### src/verilog/cpu_pkg.sv
package cpu_pkg;

	localparam int WORD_W = 32;
	localparam int REG_ADDR_W = 5;
	localparam int MASK_W = 4;

	localparam int RAM_WORDS = 256;
	localparam int RAM_ADDR_W = 8; // Word index taken from address bits 9 down to 2

	typedef enum logic [3:0] {
		OP_NONE = 4'd0,
		OP_LB   = 4'd1,
		OP_LBU  = 4'd2,
		OP_LH   = 4'd3,
		OP_LHU  = 4'd4,
		OP_LW   = 4'd5,
		OP_LWL  = 4'd6,
		OP_LWR  = 4'd7,
		OP_LL   = 4'd8,
		OP_SB   = 4'd9,
		OP_SH   = 4'd10,
		OP_SW   = 4'd11,
		OP_SC   = 4'd12
	} mem_op_e;

endpackage

### src/verilog/wb_reg.sv
`timescale 1ns/1ns

module wb_reg (
	input  logic                              clk,
	input  logic                              rst,
	input  logic                              stall_i,

	input  cpu_pkg::mem_op_e                  sel_op_i,
	input  logic                              res_a_we_i,
	input  logic [cpu_pkg::REG_ADDR_W-1:0]    res_a_waddr_i,
	input  logic [cpu_pkg::WORD_W-1:0]        res_a_wdata_i,
	input  logic                              res_b_we_i,
	input  logic [cpu_pkg::REG_ADDR_W-1:0]    res_b_waddr_i,
	input  logic [cpu_pkg::WORD_W-1:0]        res_b_wdata_i,

	output logic                              wb_a_we_o,
	output logic [cpu_pkg::REG_ADDR_W-1:0]    wb_a_waddr_o,
	output logic [cpu_pkg::WORD_W-1:0]        wb_a_wdata_o,
	output logic                              wb_b_we_o,
	output logic [cpu_pkg::REG_ADDR_W-1:0]    wb_b_waddr_o,
	output logic [cpu_pkg::WORD_W-1:0]        wb_b_wdata_o,
	output logic                              ll_bit_o
);

always_ff @(posedge clk)
begin
	if (rst)
	begin
		wb_a_we_o <= 1'b0;
		wb_b_we_o <= 1'b0;
		ll_bit_o  <= 1'b0;
	end else if (stall_i) begin
		wb_a_we_o <= 1'b0; // Bubble so the held request is written only once
		wb_b_we_o <= 1'b0;
	end else begin
		wb_a_we_o <= res_a_we_i;
		wb_b_we_o <= res_b_we_i;
		if (sel_op_i == cpu_pkg::OP_LL)
		begin
			ll_bit_o <= 1'b1;
		end else if (sel_op_i == cpu_pkg::OP_SC) begin
			ll_bit_o <= 1'b0; // Any SC uses up the reservation
		end
	end
end

always_ff @(posedge clk)
begin
	if (!stall_i)
	begin
		wb_a_waddr_o <= res_a_waddr_i;
		wb_a_wdata_o <= res_a_wdata_i;
		wb_b_waddr_o <= res_b_waddr_i;
		wb_b_wdata_o <= res_b_wdata_i;
	end
end

endmodule

### config.mk
export PLATFORM = sky130hd
export DESIGN_NAME = wb_reg
export DESIGN_NICKNAME = d
export VERILOG_FILES = /design/src/verilog/cpu_pkg.sv /design/src/verilog/wb_reg.sv
export SDC_FILE = /design/constraint.sdc
export NUM_CORES = 1
export LEC_CHECK = 0
export BUFFER_PORTS_ARGS = -buffer_cell sky130_fd_sc_hd__buf_4
export CORE_AREA = 2 2 117 62
export CTS_BUF_LIST = sky130_fd_sc_hd__clkbuf_16
export DETAILED_ROUTE_END_ITERATION = 8
export DIE_AREA = 0 0 119 64
export PLACE_DENSITY = 0.76
export SKIP_LAST_GASP = 1
export SYNTH_ARGS = -nofsm -noshare
export SYNTH_HDL_FRONTEND = slang
export SYNTH_SLANG_ARGS = --single-unit
### constraint.sdc
create_clock -name clk -period 2.3 [get_ports clk]
set_input_delay 0.345 -clock clk [delete_from_list [all_inputs] [get_ports clk]]
set_output_delay 0.345 -clock clk [all_outputs]
set_load 0.03 [all_outputs]
==> flow_metrics.env <==
export IMPL_final_cell_mix="buf_4, edfxtp_1, clkbuf_16"
export IMPL_clock_latency_ns=0.32
export IMPL_cts_inserted_buffers=9
export IMPL_track_usage=0.1527
export IMPL_synthesis_nets=167
export IMPL_rr_worst_depth=2
export IMPL_synth_cells=84
export IMPL_fmax_mhz=807.8
export IMPL_reg2reg_slack_ns=1.52
export IMPL_multi_input_area_um2=51.30
export IMPL_grt_ovfl_total=0
export IMPL_nFillCells=509
export IMPL_cts_hold_buf=0
export IMPL_cp_cell_sequence="buf_4"
export IMPL_cts_max_level=3
export IMPL_grt_max_degree=75
export IMPL_finalCriticalPeriod_ns=1.238
export IMPL_slew_headroom=0.7405
export IMPL_avgSynthCellArea_um2=27.82
export IMPL_cts_resized_gates=0
export IMPL_cts_sinks=77
export IMPL_r2r_end="ll_bit_o$_SDFFE_PP0P_"
export IMPL_synth_cell_types=8
export IMPL_place_gp_congestion=0.8185
export IMPL_chipHeight_um=64
export IMPL_min_path_type="input port to flip-flop"
export IMPL_hp_start="res_a_wdata_i[12]"
export IMPL_grt_first_pass_wirelength_um=8300
export IMPL_syn_to_final_growth_pct=69.91
export IMPL_worstPathBufferInverterCount=1
export IMPL_dp_hpwl_um=4480
export IMPL_viasPerCell=4.197
export IMPL_routedWlPerCell_um=16.59
export IMPL_portBuffers=159
export IMPL_rsz0062_at_grt="false"
export IMPL_start_kind="flip-flop"
export IMPL_status="complete, no violations"
export IMPL_ant_nets=0
export IMPL_slowest_delay_ns=0.39
export IMPL_cellPowerDensity_nw_per_um2=916.2
export IMPL_synth_top_area_share=0.9507
export IMPL_skew_ns=0
export IMPL_io_pins=160
export IMPL_wl_um=5824
export IMPL_post_cts_buffers=0
export IMPL_finalSetupTns_ns=0
export IMPL_drive_gt1_frac=0.6795
export IMPL_final_common_cell="buf_4"
export IMPL_hold_end="wb_a_wdata_o[12]$_DFFE_PN_"
export IMPL_layout_nets=338
export IMPL_synth_seq_cells=77
export IMPL_antenna_found_initial=0
export IMPL_synth_area_um2=2337
export IMPL_path_delay_family="flip-flops"
export IMPL_grt_pass1_vias=1605
export IMPL_coreArea_um2=6543
export IMPL_root_buffer="clkbuf_16"
export IMPL_cp_end_kind="output pin"
export IMPL_slew_viol_final=0
export IMPL_clkSlewWorstSetupHoldPaths_ns=0.06
export IMPL_peakVddDrop_mv=0.3739
export IMPL_yosysWarnings=0
export IMPL_hold_path_depth=1
export IMPL_seq_area_frac_synth=0.9764
export IMPL_hold_viol=0
export IMPL_drcViolationCount=0
export IMPL_num_rows=21
export IMPL_regArea_um2=2282
export IMPL_setup_violations=0
export IMPL_hold_worst_slack_ns=0.1975
export IMPL_timing_rr_start="ll_bit_o$_SDFFE_PP0P_"
export IMPL_max_cap_violations=0
export IMPL_antenna_cells=0
export IMPL_vias=1473
export IMPL_path_class="flip-flop to output pin"
export IMPL_synth_area_leaders="edfxtp_1, dfxtp_1, nor3b_1"
export IMPL_path_max_fanout=1
export IMPL_cts_tree="done"
export IMPL_dr_pass1_iters=4
export IMPL_cp_slowest_cell="edfxtp_1"
export IMPL_drt_iter0_drc=106
export IMPL_required_ns=1.96
export IMPL_p_leak_nw=1.692
export IMPL_die_w_um=119
export IMPL_dieArea_um2=7616
export IMPL_clock_path_buffers=2
export IMPL_worstPathArrival_ns=0.89
export IMPL_worstMarginPinSlew_ns=0.3893
export IMPL_yosysTopAreaCell="edfxtp_1"
export IMPL_initial_core_util=0.3572
export IMPL_post_route_period_util=0.5382
[worst reg2reg max path: stages (launching register included)]
cell and delay (ns):
dfxtp_1 0.30, nor2b_1 0.12, mux2_2 0.25
[area by class of cell]
cell class | instances | share of cell area
timing repair buffer | 160 | 0.3056
multi-input combinational | 6 | 0.01292
inverter | 1 | 0.0009452
clock buffer | 9 | 0.05671
clock inverter | 6 | 0.02016
tap | 92 | 0.02899
sequential | 77 | 0.5747
[registers in the layout, summed over array words and instances, names as in the netlist]
| name | cells |
|---|---|
| wb_a_wdata_o | 32 |
| wb_b_wdata_o | 32 |
| wb_a_waddr_o | 5 |
| wb_b_waddr_o | 5 |
| ll_bit_o | 1 |
| wb_a_we_o | 1 |
| wb_b_we_o | 1 |
[through the flow]
step           utilization  power (mW)  instance area (µm²)  cells  worst slack (ns)
6_report            0.6070       3.638                 3971    351             1.062
5_1_grt             0.6070       3.752                 3971    351             1.036
4_1_cts             0.6070       3.682                 3971    351             1.053
3_5_place_dp        0.5603       2.249                 3666    336             1.056
3_3_place_gp        0.5603       2.235                 3666    336             1.075
2_1_floorplan            -       1.961                 2337     84           0.09288
[worst max path at each step]
stage                                           end  slack [ns]  cells after the start                  startpoint
after floorplan           wb_a_waddr_o[0]$_DFFE_PN_        0.09                      1                     stall_i
after global placement    wb_b_wdata_o[7]$_DFFE_PN_        1.07                      3                     stall_i
after detailed placement      ll_bit_o$_SDFFE_PP0P_        1.06                      3                 sel_op_i[1]
after CTS                          wb_a_wdata_o[12]        1.05                      1  wb_a_wdata_o[12]$_DFFE_PN_
after global routing               wb_b_wdata_o[21]        1.04                      1  wb_b_wdata_o[21]$_DFFE_PN_
final                              wb_a_wdata_o[12]        1.06                      1  wb_a_wdata_o[12]$_DFFE_PN_
[Yosys cell counts]
cell,n
inv_1,1
nor3b_1,2
nor4b_2,1
dfxtp_1,3
nor2b_1,1
edfxtp_1,74
nor2_1,1
mux2_2,1
[cell families (layout without fill, tap and decap cells)]
group | Yosys count | after routing | share of synthesized area
buffers and inverters | 1 | 176 | 0.001604
flip-flops | 77 | 77 | 0.9764
multiplexers | 1 | 1 | 0.004818
AND/OR/NAND/NOR | 5 | 5 | 0.01713
[per-layer routing]
layer / track usage / part of all wire / vias up / routed length, µm
met3: 0.05446 / 0.042 / 17 / 245
met5: 0 / 0 / - / 0
li1: - / - / 678 / -
met4: 0.08185 / 0.029 / 0 / 171
met2: 0.3003 / 0.62 / 41 / 3588
met1: 0.1374 / 0.31 / 737 / 1818
[power by group]
group          switching [mW]  internal, mW
Clock                   0.490         0.933
Combinational           0.307         0.219
Sequential             0.0308          1.66
Note: power is estimated with default switching activity, not from simulation.
