===== config.mk =====
export PLATFORM = sky130hd
export DESIGN_NAME = mem_access
export DESIGN_NICKNAME = d
export VERILOG_FILES = /design/src/verilog/cpu_pkg.sv /design/src/verilog/mem_access.sv
export SDC_FILE = /design/constraint.sdc
export NUM_CORES = 1
export LEC_CHECK = 0
export BUFFER_PORTS_ARGS = -buffer_cell sky130_fd_sc_hd__buf_2
export CORE_AREA = 5 5 154 156
export DETAILED_ROUTE_END_ITERATION = 10
export DIE_AREA = 0 0 159 161
export MAX_ROUTING_LAYER = met4
export PLACE_DENSITY = 0.59
export SYNTH_ARGS = -nofsm -noshare
export SYNTH_HDL_FRONTEND = slang
export SYNTH_SLANG_ARGS = --single-unit

===== constraint.sdc =====
create_clock -name vclk -period 2.35
set_clock_uncertainty 0.1 [all_clocks]
set_input_delay 0.235 -clock vclk [all_inputs]
set_output_delay 0.235 -clock vclk [all_outputs]
set_load 0.02 [all_outputs]

===== src/verilog/cpu_pkg.sv =====
package cpu_pkg;

	localparam int WORD_W = 32;
	localparam int REG_ADDR_W = 5;
	localparam int MASK_W = 4;

	localparam int RAM_WORDS = 256;
	localparam int RAM_ADDR_W = 8; // Word index taken from address bits 9 down to 2

	typedef enum logic [3:0] {
		OP_NONE = 4'd0,
		OP_LB   = 4'd1,
		OP_LBU  = 4'd2,
		OP_LH   = 4'd3,
		OP_LHU  = 4'd4,
		OP_LW   = 4'd5,
		OP_LWL  = 4'd6,
		OP_LWR  = 4'd7,
		OP_LL   = 4'd8,
		OP_SB   = 4'd9,
		OP_SH   = 4'd10,
		OP_SW   = 4'd11,
		OP_SC   = 4'd12
	} mem_op_e;

endpackage


===== src/verilog/mem_access.sv =====
`timescale 1ns/1ns

module mem_access (
	input  logic                              rst_i,

	input  cpu_pkg::mem_op_e                  m_a_op_i,
	input  logic                              m_a_ce_i,
	input  logic                              m_a_we_i,
	input  logic [cpu_pkg::WORD_W-1:0]        m_a_addr_i,
	input  logic [cpu_pkg::WORD_W-1:0]        m_a_wdata_i,
	input  logic [cpu_pkg::MASK_W-1:0]        m_a_sel_i,
	input  logic                              m_a_reg_we_i,
	input  logic [cpu_pkg::REG_ADDR_W-1:0]    m_a_reg_waddr_i,
	input  logic [cpu_pkg::WORD_W-1:0]        m_a_reg_wdata_i,

	input  cpu_pkg::mem_op_e                  m_b_op_i,
	input  logic                              m_b_ce_i,
	input  logic                              m_b_we_i,
	input  logic [cpu_pkg::WORD_W-1:0]        m_b_addr_i,
	input  logic [cpu_pkg::WORD_W-1:0]        m_b_wdata_i,
	input  logic [cpu_pkg::MASK_W-1:0]        m_b_sel_i,
	input  logic                              m_b_reg_we_i,
	input  logic [cpu_pkg::REG_ADDR_W-1:0]    m_b_reg_waddr_i,
	input  logic [cpu_pkg::WORD_W-1:0]        m_b_reg_wdata_i,

	input  logic                              ll_bit_i,
	input  logic [cpu_pkg::WORD_W-1:0]        bus_rdata_i,

	output logic [cpu_pkg::WORD_W-1:0]        bus_addr_o,
	output logic                              bus_read_o,
	output logic                              bus_write_o,
	output logic [cpu_pkg::WORD_W-1:0]        bus_wdata_o,
	output logic [cpu_pkg::MASK_W-1:0]        bus_mask_o,

	output cpu_pkg::mem_op_e                  sel_op_o,
	output logic                              res_a_we_o,
	output logic [cpu_pkg::REG_ADDR_W-1:0]    res_a_waddr_o,
	output logic [cpu_pkg::WORD_W-1:0]        res_a_wdata_o,
	output logic                              res_b_we_o,
	output logic [cpu_pkg::REG_ADDR_W-1:0]    res_b_waddr_o,
	output logic [cpu_pkg::WORD_W-1:0]        res_b_wdata_o
);

cpu_pkg::mem_op_e op;
logic sel_b;
logic ce;
logic we;
logic [cpu_pkg::WORD_W-1:0] addr;
logic [cpu_pkg::WORD_W-1:0] wdata;
logic [cpu_pkg::MASK_W-1:0] sel;
logic reg_we;
logic [cpu_pkg::REG_ADDR_W-1:0] reg_waddr;
logic [cpu_pkg::WORD_W-1:0] reg_wdata;

logic mem_we;
logic [cpu_pkg::WORD_W-1:0] mem_wdata;

logic [1:0] offset;
logic [cpu_pkg::WORD_W-1:0] ext_mask;
logic [cpu_pkg::WORD_W-1:0] aligned_rd;
logic [cpu_pkg::WORD_W-1:0] unaligned_rd;
logic [cpu_pkg::WORD_W-1:0] merged_rd;

assign sel_b = m_b_ce_i; // Pipe b owns the bus whenever it asks

always_comb
begin
	if (sel_b)
	begin
		op        = m_b_op_i;
		ce        = m_b_ce_i;
		we        = m_b_we_i;
		addr      = m_b_addr_i;
		wdata     = m_b_wdata_i;
		sel       = m_b_sel_i;
		reg_we    = m_b_reg_we_i;
		reg_waddr = m_b_reg_waddr_i;
		reg_wdata = m_b_reg_wdata_i;
	end else begin
		op        = m_a_op_i;
		ce        = m_a_ce_i;
		we        = m_a_we_i;
		addr      = m_a_addr_i;
		wdata     = m_a_wdata_i;
		sel       = m_a_sel_i;
		reg_we    = m_a_reg_we_i;
		reg_waddr = m_a_reg_waddr_i;
		reg_wdata = m_a_reg_wdata_i;
	end
end

assign sel_op_o = op;

assign offset = addr[1:0];
assign ext_mask = {{8{sel[3]}}, {8{sel[2]}}, {8{sel[1]}}, {8{sel[0]}}};
assign aligned_rd = bus_rdata_i >> {offset, 3'b000};
assign unaligned_rd = (op == cpu_pkg::OP_LWL) ? bus_rdata_i << {~offset, 3'b000} : aligned_rd;
assign merged_rd = (wdata & ~ext_mask) | (unaligned_rd & ext_mask); // Old rt arrives as wdata

always_comb
begin
	bus_addr_o  = '0;
	bus_read_o  = 1'b0;
	bus_write_o = 1'b0;
	bus_wdata_o = '0;
	bus_mask_o  = '0;
	mem_we      = reg_we;
	mem_wdata   = reg_wdata;
	if (ce && we)
	begin
		bus_addr_o  = {addr[cpu_pkg::WORD_W-1:2], 2'b00};
		bus_write_o = 1'b1;
		bus_wdata_o = wdata;
		bus_mask_o  = sel;
		if (op == cpu_pkg::OP_SC)
		begin
			bus_write_o = ll_bit_i; // A lost reservation leaves memory alone
			mem_wdata   = {{(cpu_pkg::WORD_W-1){1'b0}}, ll_bit_i};
		end else begin
			mem_we = 1'b0;
		end
	end else if (ce) begin
		bus_addr_o = {addr[cpu_pkg::WORD_W-1:2], 2'b00};
		bus_read_o = 1'b1;
		bus_mask_o = sel;
		mem_we     = 1'b1;
		case (op)
			cpu_pkg::OP_LB:  mem_wdata = {{24{aligned_rd[7]}}, aligned_rd[7:0]};
			cpu_pkg::OP_LBU: mem_wdata = {24'b0, aligned_rd[7:0]};
			cpu_pkg::OP_LH:  mem_wdata = {{16{aligned_rd[15]}}, aligned_rd[15:0]};
			cpu_pkg::OP_LHU: mem_wdata = {16'b0, aligned_rd[15:0]};
			cpu_pkg::OP_LWL, cpu_pkg::OP_LWR: mem_wdata = merged_rd;
			default: mem_wdata = aligned_rd;
		endcase
	end
	if (rst_i)
	begin
		bus_read_o  = 1'b0;
		bus_write_o = 1'b0;
	end
end

always_comb
begin
	res_a_we_o    = m_a_reg_we_i;
	res_a_waddr_o = m_a_reg_waddr_i;
	res_a_wdata_o = m_a_reg_wdata_i;
	res_b_we_o    = m_b_reg_we_i;
	res_b_waddr_o = m_b_reg_waddr_i;
	res_b_wdata_o = m_b_reg_wdata_i;
	if (sel_b)
	begin
		res_b_we_o    = mem_we;
		res_b_waddr_o = reg_waddr;
		res_b_wdata_o = mem_wdata;
	end else begin
		res_a_we_o    = mem_we;
		res_a_waddr_o = reg_waddr;
		res_a_wdata_o = mem_wdata;
	end
	if (rst_i)
	begin
		res_a_we_o = 1'b0;
		res_b_we_o = 1'b0;
	end
end

// The issue logic must never hand both pipes a memory slot at once
always_comb
begin
	if (!rst_i)
	begin
		one_mem_pipe: assert final (!(m_a_ce_i && m_b_ce_i));
	end
end

endmodule


==> results_dict.tcl <==
set metrics [dict create \
    outcome "complete, but fails checks" \
    drive_above_1_share_pct 59.4 \
    ios 408 \
    postPlaceCellArea_sq_mm 0.00705 \
    gp_congestion 0.904 \
    dp_hpwl_um 25100 \
    path_max_fanout 6 \
    antenna_found_initial 5 \
    fin_nets 1343 \
    crit_path_top_delay_cell "mux4_2" \
    relSlewSlack_pct 52.1 \
    start_util_pct 17.5 \
    die_x_um 159 \
    crit_chain "buf_12 > mux2_4 > mux4_2 > and3_4 > a311oi_4 > buf_6 > buf_12 > clkbuf_16 > nor3_2 > a221o_1 > buf_6" \
    fp.dieArea_sq_mm 0.0256 \
    worst_pin_slew_ns 0.715 \
    startpoint_type "input port" \
    syn_avg_cell_area_sq_um 6.46 \
    regArea_sq_um 0 \
    cp_num_buf_inv 5 \
    grt_pass1_wl_um 43400 \
    routedWlPerCell_um 22.4 \
    end_kind "primary output" \
    syn-cell-area_sq_mm 0.00388 \
    synthCells 601 \
    grt_usage_pct 22.1 \
    worstPathRequired_ns 2.02 \
    powerDensity_mw_per_mm2 277 \
    final-hold-violation-count 0 \
    areaGrowthSynthToFinish_pct 110 \
    irDropWorstVdd_v 0.0000948 \
    layout_commonest_cell "buf_2" \
    seq_cell_count 0 \
    dp_cells 1335 \
    rsz0062_at_grt "true" \
    mostFrequentLayoutCells "buf_2, buf_4, nor2_1" \
    ys_seq_area_share_pct 0 \
    cp_top_family "multiplexers" \
    stdcell_area_sq_mm 0.00816 \
    dr.first_iter.drc_count 542 \
    cts_hold_buf 0 \
    finalCritPeriodShare_pct 117 \
    core_area_sq_mm 0.0222 \
    pre_cts_slack_ns -0.468 \
    setup_viol 64 \
    violations "setup timing" \
    overflow 0 \
    ys_types 49 \
    worstPathArrival_ns 2.42 \
    drtPass1Iterations 4 \
    drc_errors 0 \
    viasPerCell 5.17 \
    nClkBuffers 0 \
    via_count 7104 \
    critPathKind "in2out" \
    leakage_nw 4.12 \
    period_needed_ns 2.75 \
    grt_pass1_vias 6894 \
    port_buffers 386 \
    ant_nets 0 \
    maxSlewViolCount 0 \
    worstHoldPathType "in2out" \
    setup-tns-final_ns -16.26 \
    grt_max_degree 36 \
    power.total_w 0.00226 \
    ys.warnings.count 0 \
    max_stage_delay_ns 0.44 \
    fin_ws_ns -0.403 \
    stdcell_count 1373 \
    row_count 55 \
    die_y_um 161 \
    drt-total-wl_um 30800 \
    maxCapViolCount 0 \
    fmax_ghz 0.363 \
]
-- cells in the mapped netlist, types with 4 or more instances --
library cell | n | area, sq um
nor2_1 | 72 | 270
a21oi_1 | 63 | 315
nand2_1 | 61 | 229
mux2i_1 | 60 | 601
clkbuf_1 | 47 | 176
a22o_1 | 45 | 394
a221o_1 | 33 | 330
nor3_1 | 18 | 90.1
a32o_1 | 17 | 170
a31oi_1 | 16 | 100
o21ai_0 | 15 | 75.1
o31ai_1 | 13 | 97.6
mux2_2 | 12 | 135
nor2b_1 | 12 | 75.1
buf_1 | 10 | 37.5
nand3_1 | 10 | 50.1
buf_2 | 9 | 45.0
o22ai_1 | 9 | 56.3
o2bb2ai_1 | 9 | 78.8
or3_1 | 9 | 56.3
a221oi_1 | 8 | 70.1
o211ai_1 | 8 | 60.1
a211oi_1 | 7 | 52.6
nand2b_1 | 6 | 37.5
inv_1 | 4 | 15.0
-- area by class of cell --
type                       instances  area [sq um]
antenna                            5          12.5
fill                            2374         14100
inverter                           5          18.8
multi-input combinational        529          4040
tap                              285           357
timing repair buffer             549          3740
-- kinds of logic after synthesis --
logic type	synth area share, %
AO/OA/AOI/OAI	48.9
XOR/XNOR	0.452
buffers and inverters	7.84
multiplexers	19.5
other	0.0967
AND/OR/NAND/NOR	23.2
-- power by group --
part             internal (W)  leakage [nW]  switching, W       total (W)
Combinational         0.00106          4.12       0.00121         0.00226
Clock          0.000000000285     0.0000317             0  0.000000000285
Sequential                  0             0             0               0
Total                 0.00106          4.12       0.00121         0.00226
-- worst paths after layout --
check | from | end | slack (ns) | depth (start not counted)
setup / recovery | m_b_ce_i | res_a_wdata_o[27] | -0.40 | 11
hold / removal | m_a_reg_waddr_i[4] | res_a_waddr_o[4] | 0.37 | 0
-- stage by stage --
step / hold WS [ns] / utilization (%)
5_1_grt: 0.370 / 36.7
2_1_floorplan: 0.447 / -
3_3_place_gp: 0.370 / 31.7
3_5_place_dp: 0.370 / 31.7
4_1_cts: 0.370 / 34.8
6_report: 0.370 / 36.7
-- per-layer routing --
metal | vias up | wire length [um] | track usage [%] | share of wire [%]
li1 | 3343 | - | - | -
met5 | - | 0 | - | 0
met3 | 24 | 2320 | 4.06 | 7.5
met1 | 3348 | 13000 | 27.7 | 42
met2 | 389 | 15200 | 38.4 | 49
met4 | 0 | 343 | 2.33 | 1.1
-- what timing repair did --
item	in CTS	in global routing
hold endpoints to repair	0	0
setup endpoints to repair	64	64
cloned	5	2
gates resized for setup	115	78
pin swaps	42	40
setup buffers	18	10
Power figures use the tool's default switching activity.
