[src/verilog/cpu_pkg.sv]
package cpu_pkg;

	localparam int WORD_W = 32;
	localparam int REG_ADDR_W = 5;
	localparam int MASK_W = 4;

	localparam int RAM_WORDS = 256;
	localparam int RAM_ADDR_W = 8; // Word index taken from address bits 9 down to 2

	typedef enum logic [3:0] {
		OP_NONE = 4'd0,
		OP_LB   = 4'd1,
		OP_LBU  = 4'd2,
		OP_LH   = 4'd3,
		OP_LHU  = 4'd4,
		OP_LW   = 4'd5,
		OP_LWL  = 4'd6,
		OP_LWR  = 4'd7,
		OP_LL   = 4'd8,
		OP_SB   = 4'd9,
		OP_SH   = 4'd10,
		OP_SW   = 4'd11,
		OP_SC   = 4'd12
	} mem_op_e;

endpackage

[src/verilog/mem_stage_reg.sv]
`timescale 1ns/1ns

module mem_stage_reg (
	input  logic                              clk,
	input  logic                              rst,
	input  logic                              stall_i,

	input  cpu_pkg::mem_op_e                  a_op_i,
	input  logic                              a_ce_i,
	input  logic                              a_we_i,
	input  logic [cpu_pkg::WORD_W-1:0]        a_addr_i,
	input  logic [cpu_pkg::WORD_W-1:0]        a_wdata_i,
	input  logic [cpu_pkg::MASK_W-1:0]        a_sel_i,
	input  logic                              a_reg_we_i,
	input  logic [cpu_pkg::REG_ADDR_W-1:0]    a_reg_waddr_i,
	input  logic [cpu_pkg::WORD_W-1:0]        a_reg_wdata_i,

	input  cpu_pkg::mem_op_e                  b_op_i,
	input  logic                              b_ce_i,
	input  logic                              b_we_i,
	input  logic [cpu_pkg::WORD_W-1:0]        b_addr_i,
	input  logic [cpu_pkg::WORD_W-1:0]        b_wdata_i,
	input  logic [cpu_pkg::MASK_W-1:0]        b_sel_i,
	input  logic                              b_reg_we_i,
	input  logic [cpu_pkg::REG_ADDR_W-1:0]    b_reg_waddr_i,
	input  logic [cpu_pkg::WORD_W-1:0]        b_reg_wdata_i,

	output cpu_pkg::mem_op_e                  m_a_op_o,
	output logic                              m_a_ce_o,
	output logic                              m_a_we_o,
	output logic [cpu_pkg::WORD_W-1:0]        m_a_addr_o,
	output logic [cpu_pkg::WORD_W-1:0]        m_a_wdata_o,
	output logic [cpu_pkg::MASK_W-1:0]        m_a_sel_o,
	output logic                              m_a_reg_we_o,
	output logic [cpu_pkg::REG_ADDR_W-1:0]    m_a_reg_waddr_o,
	output logic [cpu_pkg::WORD_W-1:0]        m_a_reg_wdata_o,

	output cpu_pkg::mem_op_e                  m_b_op_o,
	output logic                              m_b_ce_o,
	output logic                              m_b_we_o,
	output logic [cpu_pkg::WORD_W-1:0]        m_b_addr_o,
	output logic [cpu_pkg::WORD_W-1:0]        m_b_wdata_o,
	output logic [cpu_pkg::MASK_W-1:0]        m_b_sel_o,
	output logic                              m_b_reg_we_o,
	output logic [cpu_pkg::REG_ADDR_W-1:0]    m_b_reg_waddr_o,
	output logic [cpu_pkg::WORD_W-1:0]        m_b_reg_wdata_o
);

always_ff @(posedge clk)
begin
	if (rst)
	begin
		m_a_op_o     <= cpu_pkg::OP_NONE;
		m_a_ce_o     <= 1'b0;
		m_a_we_o     <= 1'b0;
		m_a_reg_we_o <= 1'b0;
		m_b_op_o     <= cpu_pkg::OP_NONE;
		m_b_ce_o     <= 1'b0;
		m_b_we_o     <= 1'b0;
		m_b_reg_we_o <= 1'b0;
	end else if (!stall_i) begin // Hold the request until the RAM lets go
		m_a_op_o     <= a_op_i;
		m_a_ce_o     <= a_ce_i;
		m_a_we_o     <= a_we_i;
		m_a_reg_we_o <= a_reg_we_i;
		m_b_op_o     <= b_op_i;
		m_b_ce_o     <= b_ce_i;
		m_b_we_o     <= b_we_i;
		m_b_reg_we_o <= b_reg_we_i;
	end
end

always_ff @(posedge clk)
begin
	if (!stall_i)
	begin
		m_a_addr_o      <= a_addr_i;
		m_a_wdata_o     <= a_wdata_i;
		m_a_sel_o       <= a_sel_i;
		m_a_reg_waddr_o <= a_reg_waddr_i;
		m_a_reg_wdata_o <= a_reg_wdata_i;
		m_b_addr_o      <= b_addr_i;
		m_b_wdata_o     <= b_wdata_i;
		m_b_sel_o       <= b_sel_i;
		m_b_reg_waddr_o <= b_reg_waddr_i;
		m_b_reg_wdata_o <= b_reg_wdata_i;
	end
end

// A memory opcode reaching the stage without its request bit would be silently dropped
a_op_needs_ce: assert property (@(posedge clk) disable iff (rst)
	!m_a_ce_o |-> m_a_op_o == cpu_pkg::OP_NONE);
b_op_needs_ce: assert property (@(posedge clk) disable iff (rst)
	!m_b_ce_o |-> m_b_op_o == cpu_pkg::OP_NONE);

endmodule

[config.mk]
export PLATFORM = sky130hd
export DESIGN_NAME = mem_stage_reg
export DESIGN_NICKNAME = d
export VERILOG_FILES = /design/src/verilog/cpu_pkg.sv /design/src/verilog/mem_stage_reg.sv
export SDC_FILE = /design/constraint.sdc
export NUM_CORES = 1
export LEC_CHECK = 0
export ABC_AREA = 1
export BUFFER_PORTS_ARGS = -buffer_cell sky130_fd_sc_hd__buf_4
export CAP_MARGIN = 0
export CORE_AREA = 4 4 172 174
export CTS_CLUSTER_SIZE = 25
export DETAILED_ROUTE_END_ITERATION = 10
export DIE_AREA = 0 0 176 178
export PLACE_DENSITY = 0.57
export SYNTH_ARGS = -nofsm -noshare
export SYNTH_HDL_FRONTEND = slang
export SYNTH_SLANG_ARGS = --single-unit
[constraint.sdc]
create_clock -name clk -period 11.35 [get_ports clk]
set_input_delay 2.27 -clock clk [delete_from_list [all_inputs] [get_ports clk]]
set_output_delay 2.27 -clock clk [all_outputs]
set_load 0.05 [all_outputs]
==> results.toml, run 1 <==
[critical_path]
arrival_ns = 4.23
path_cells = "buf_4 -> inv_8 -> buf_4"
worst_setup_path_start_kind = "input pin"
critPathRequiredTime_ns = 11.48
cp_max_fo = 130
worst_setup_path_end_kind = "flip-flop"
path_class = "input pin to flip-flop"
cpPeakStageDelay_ns = 0.90
cp_common_cell = "buf_4"
crit_slowest_cell = "buf_4"

[clocking]
root_buffer = "clkbuf_16"
postCtsSetupBuffers = 0
insertion_delay_ns = 0.51
cts_tree = "built"
h-tree-depth = 1
cts_max_path_buffers = 3
ctsResizeCount = 0
cts_buffers = 25
path_clk_slew_ns = 0.06
ctsHoldBuffers = 0
clock-sinks = 224

[hold_path]
holdCritPathClass = "flip-flop to flip-flop"

[global_route]
grt_max_degree = 131
grt_pass1_vias = 4585
grt_usage_pct = 12.5
antenna_found_initial = 1
grt_first_pass_wirelength_microns = 29200
grt.overflow.total = 0

[routing]
drt-total-wl_microns = 21800
wl_per_cell_microns = 18.6
ant_nets = 0
via_per_inst = 3.76
vias = 4395
dr.first_iter.drc_count = 197
drt_first_pass_iters = 4
drc = 0

[floorplan]
die_y_microns = 178
num_rows = 61
dieArea_sq_um = 31300
core_area_sq_um = 27800
die_x_microns = 176
initial_utilization_pct = 24.8
ios = 451

[sta]
finalHoldViolations = 0
period_share_pct = 36.2
fin_ws_ns = 7.25
finalMaxSlewViolations = 0
fin_crit_ns = 4.10
fmax_mhz = 244
rsz0062_at_grt = "false"
tns_ns = 0
fin_skew_ns = 0
relSlewSlack_pct = 32.3
tightest_slew_ns = 1.02
setup_viol = 0

[placed_design]
hpwl_microns = 16700
dp.cells = 1125
preCtsSetupSlack_ns = 6.78
gp_congestion = 0.721
io_buffers = 450

[pwr]
internal_power_uw = 1520
clkPwrFrac_pct = 34.1
p_sw_uw = 616
power_frac_comb_pct = 19.4
seq_power_share_pct = 46.5
power_density_nw_per_um2 = 187
ir_drop_uv = 96.9
switching_share_pct = 28.8
p_leak_uw = 0.00490

[yosys]
synth_edf_count = 210
netlist_area_sq_um = 6890
synthArstFlopShare_pct = 0
synth_area_leaders = "edfxtp_1 (92%), dfxtp_1 (4.1%), nand2_1 (1.5%)"
syn_nets = 527
yosysMostFrequentCell = "edfxtp_1"
synth_area_leader_cell = "edfxtp_1"
synth.top_cell.area_share_pct = 91.6
yosysWarnings = 0
synthFlopType = "edfxtp_1"
synth_seq_cells = 224
yosysUniqueCellTypes = 8
yosys-top-cells-count = "edfxtp_1 (210), nand2_1 (28), nor2_1 (28)"
avgSynthCellArea_sq_um = 23.0
seq_area_frac_synth_pct = 95.6
syn_inst = 300

[finish]
diodes = 0
final_nets = 1001
layout-drive-gt1-share_pct = 61.1
utilization_pct = 41.2
instances_no_fill = 1168
n_fill_cell = 2638
area_growth_pct = 66.2

[job]
maxCapViolations = 0

[status]
outcome = "completed"
## logic make-up (layout without fill, tap and decap cells)
group,Yosys count,in the layout,share of synthesized area (%)
simple gates,56,56,3.05
flops,224,224,95.6
buf+inv,20,510,1.33
## cell usage in the layout, fill, tap and decap left out
cell | Yosys | routed
buf_4 | 2 | 451
edfxtp_1 | 210 | 210
nor2_1 | 28 | 28
nand2_1 | 28 | 28
clkbuf_16 | 0 | 25
inv_1 | 16 | 15
dfxtp_1 | 14 | 14
clkinv_1 | 0 | 9
clkinv_2 | 0 | 5
clkbuf_1 | 0 | 3
inv_8 | 0 | 1
bufinv_16 | 0 | 1
## power by group through the flow
| stage | Combinational, uW | Sequential [uW] | Clock, uW |
|---|---|---|---|
| after floorplan | 18.7 | 1240 | 0 |
| after global placement | 419 | 1010 | 0 |
| after detailed placement | 420 | 1010 | 0 |
| after CTS | 421 | 996 | 757 |
| after global routing | 430 | 1000 | 792 |
| final | 415 | 995 | 730 |
## critical path: cells and delay by family
kind                   cells  cell delay, ns
buffers and inverters      3            1.72
## layer usage
layer / GRT usage [%] / vias up / share of wire (%)
met4: 3.96 / 2 / 2.9
met5: 0 / - / 0.060
met1: 12.9 / 2028 / 33
li1: - / 2064 / -
met3: 6.70 / 38 / 13
met2: 22.0 / 263 / 51
## cell type report
cell class / count / area, sq um / area share [%]
clock buffer: 28 / 637 / 5.56
clock inverter: 15 / 88.8 / 0.776
inverter: 16 / 67.6 / 0.590
multi-input combinational: 56 / 210 / 1.84
sequential: 224 / 6590 / 57.5
tap: 378 / 473 / 4.13
timing repair buffer: 451 / 3390 / 29.6
## final timing paths
| path | cells past startpoint | slack, ns | from | end |
|---|---|---|---|---|
| worst max-delay path | 3 | 7.25 | stall_i | m_a_reg_waddr_o[3]$_DFFE_PN_ |
| worst min-delay path | 4 | 0.50 | m_b_reg_we_o$_SDFFE_PP0N_ | m_b_reg_we_o$_SDFFE_PP0N_ |
| worst max register to register | 4 | 10.68 | m_a_reg_we_o$_SDFFE_PP0N_ | m_a_reg_we_o$_SDFFE_PP0N_ |
| worst min register to register | 4 | 0.50 | m_b_reg_we_o$_SDFFE_PP0N_ | m_b_reg_we_o$_SDFFE_PP0N_ |
## registers in the layout, indices dropped and copies added, names as in the netlist
name,cells
m_a_addr_o,32
m_a_reg_wdata_o,32
m_a_wdata_o,32
m_b_addr_o,32
m_b_reg_wdata_o,32
m_b_wdata_o,32
m_a_reg_waddr_o,5
m_b_reg_waddr_o,5
m_a_op_o,4
m_a_sel_o,4
m_b_op_o,4
m_b_sel_o,4
m_a_ce_o,1
m_a_reg_we_o,1
m_a_we_o,1
m_b_ce_o,1
m_b_reg_we_o,1
m_b_we_o,1
## through the flow
stage	power (uW)	instance area, sq um	hold slack, ns
2_1_floorplan	1260	6890	0.722
3_3_place_gp	1430	10700	0.497
3_5_place_dp	1430	10700	0.494
4_1_cts	2170	11400	0.505
5_1_grt	2220	11400	0.546
6_report	2140	11400	0.504
No activity file was read; power rests on OpenSTA's default activity.
==> run 2: changes to the inputs <==
- CORE_AREA: 4 4 172 174 -> 4 4 171 173
- DIE_AREA: 0 0 176 178 -> 0 0 175 177
- PLACE_DENSITY: 0.57 -> 0.59
- clock period: 11.35 -> 3.65 ns (I/O delays scaled with it)
==> run 2 against run 1 <==
Net effect:
- first-iteration DRC count increased by 11%
- hold slack worse by 0.12 ns
- final area rose by 0.71%
- highest routed layer unchanged
- critical path depth shrank 2
- non-clock buffer count grew 1
- sequential power grew to 3.1 times the previous value
- combinational power grew to 3.1 times the previous value
- critical endpoint is now m_b_sel_o[2]
==> results.toml, run 2 (same netlist as run 1, synthesis figures left out) <==
[status]
outcome = "completed"

[sta]
finalMaxSlewViolations = 0
finalHoldViolations = 0
rsz0062_at_grt = "false"
fin_skew_ns = 0
tightest_slew_ns = 0.833
fmax_mhz = 530
fin_crit_ns = 1.89
setup_viol = 0
period_share_pct = 51.7
holdWs_ns = 0.383
relSlewSlack_pct = 44.4

[global_route]
grt_use_met1_pct = 13.2
grt_max_degree = 134
grt.overflow.total = 0
antenna_found_initial = 2
grt_pass1_vias = 4720
grt_first_pass_wirelength_microns = 29400
grt_usage_pct = 12.5
use_met2_pct = 22.4
grt_busiest_layer = "met2"
grt_use_met3_pct = 5.75

[critical_path]
critPathLaunch = "m_b_sel_o[2]$_DFFE_PN_"
r2r_start = "m_b_ce_o$_SDFFE_PP0N_"
cpPeakStageDelay_ns = 0.42
timing.critical_path.buf_inv = 1
reg2reg_to = "m_b_ce_o$_SDFFE_PP0N_"
critPathCapture = "m_b_sel_o[2]"
path_cells = "buf_4"
worst_setup_path_start_kind = "flip-flop"
critPathRequiredTime_ns = 2.92
worst_setup_path_end_kind = "output port"
cp_max_fo = 1
cp.depth = 1
arrival_ns = 1.16
cp_top_family = "flip-flops"
crit_slowest_cell = "edfxtp_1"
path_class = "flip-flop to output port"
r2r_cells = 4
r2r_setup_slack_ns = 3.00

[routing]
wl_per_cell_microns = 18.2
drt_first_pass_iters = 5
ant_nets = 0
drt-total-wl_microns = 21400
dr.first_iter.drc_count = 219
via_per_inst = 3.82
drc = 0
vias = 4483

[pwr]
power_density_nw_per_um2 = 584
ir_drop_uv = 304
p_leak_uw = 0.00491

[clocking]
root_buffer = "clkbuf_16"
cts_buffers = 26
ctsHoldBuffers = 0
cts_max_path_buffers = 3
h-tree-depth = 1
path_clk_slew_ns = 0.06
cts_tree = "built"
ctsResizeCount = 0
insertion_delay_ns = 0.51
postCtsSetupBuffers = 0
clock-sinks = 224

[floorplan]
initial_utilization_pct = 24.9
num_rows = 61
die_x_microns = 175
ios = 451
die_y_microns = 177
core_area_sq_um = 27600
dieArea_sq_um = 31000

[placed_design]
io_buffers = 450
dp.cells = 1126
hpwl_microns = 16300
gp_congestion = 0.753

[finish]
layout-drive-gt1-share_pct = 61.3
n_fill_cell = 2568
area_growth_pct = 67.4
instances_no_fill = 1174
final_cell_mix = "buf_4 (450), edfxtp_1 (210), nor2_1 (28), nand2_1 (28), clkbuf_16 (27)"
final_nets = 1003
mostFrequentLayoutCell = "buf_4"

[hold_path]
hold_depth = 1
holdCritPathClass = "input pin to flip-flop"

[job]
maxCapViolations = 0
-- run 2: layout make-up --
type,count,area (sq um),area share [%]
Sequential cell,224,6590,57.1
Inverter,16,63.8,0.553
Timing Repair Buffer,452,3420,29.6
Antenna cell,1,2.50,0.0217
Tap cell,378,473,4.10
Clock buffer,38,727,6.30
Multi-Input combinational cell,56,210,1.82
Clock inverter,9,48.8,0.423
-- run 2: where the power goes --
part	total, uW	switching, uW	internal (uW)
clock network	2350	976	1370
registers	3090	60.3	3030
logic	1290	890	404
total	6740	1930	4810
-- run 2: metal layers --
metal  part of all wire [%]  wire length [microns]
met4                    2.8                    595
met5                  0.061                     13
met2                     52                  11000
met3                     12                   2520
met1                     34                   7200
-- run 2: worst min-delay path by stage --
stage,slack (ns),to,from
after CTS,0.35,m_a_addr_o[7]$_DFFE_PN_,a_addr_i[7]
after global routing,0.34,m_a_wdata_o[8]$_DFFE_PN_,a_wdata_i[8]
final,0.38,m_a_addr_o[7]$_DFFE_PN_,a_addr_i[7]
after global placement,0.50,m_b_we_o$_SDFFE_PP0N_,m_b_we_o$_SDFFE_PP0N_
after detailed placement,0.50,m_a_op_o[0]$_SDFFE_PP0N_,m_a_op_o[0]$_SDFFE_PP0N_
after floorplan,0.72,m_a_ce_o$_SDFFE_PP0N_,m_a_ce_o$_SDFFE_PP0N_
-- run 2: metrics by stage --
step	TNS [ns]	power, uW	area [sq um]	utilization, %	worst slack [ns]
after floorplan	-171.86	3920	6900	-	-0.818
after global placement	0	4440	10800	38.9	1.57
after detailed placement	0	4460	10800	38.9	1.55
after CTS	0	6870	11500	41.7	1.73
after global routing	0	7020	11500	41.7	1.72
final	0	6740	11500	41.7	1.76
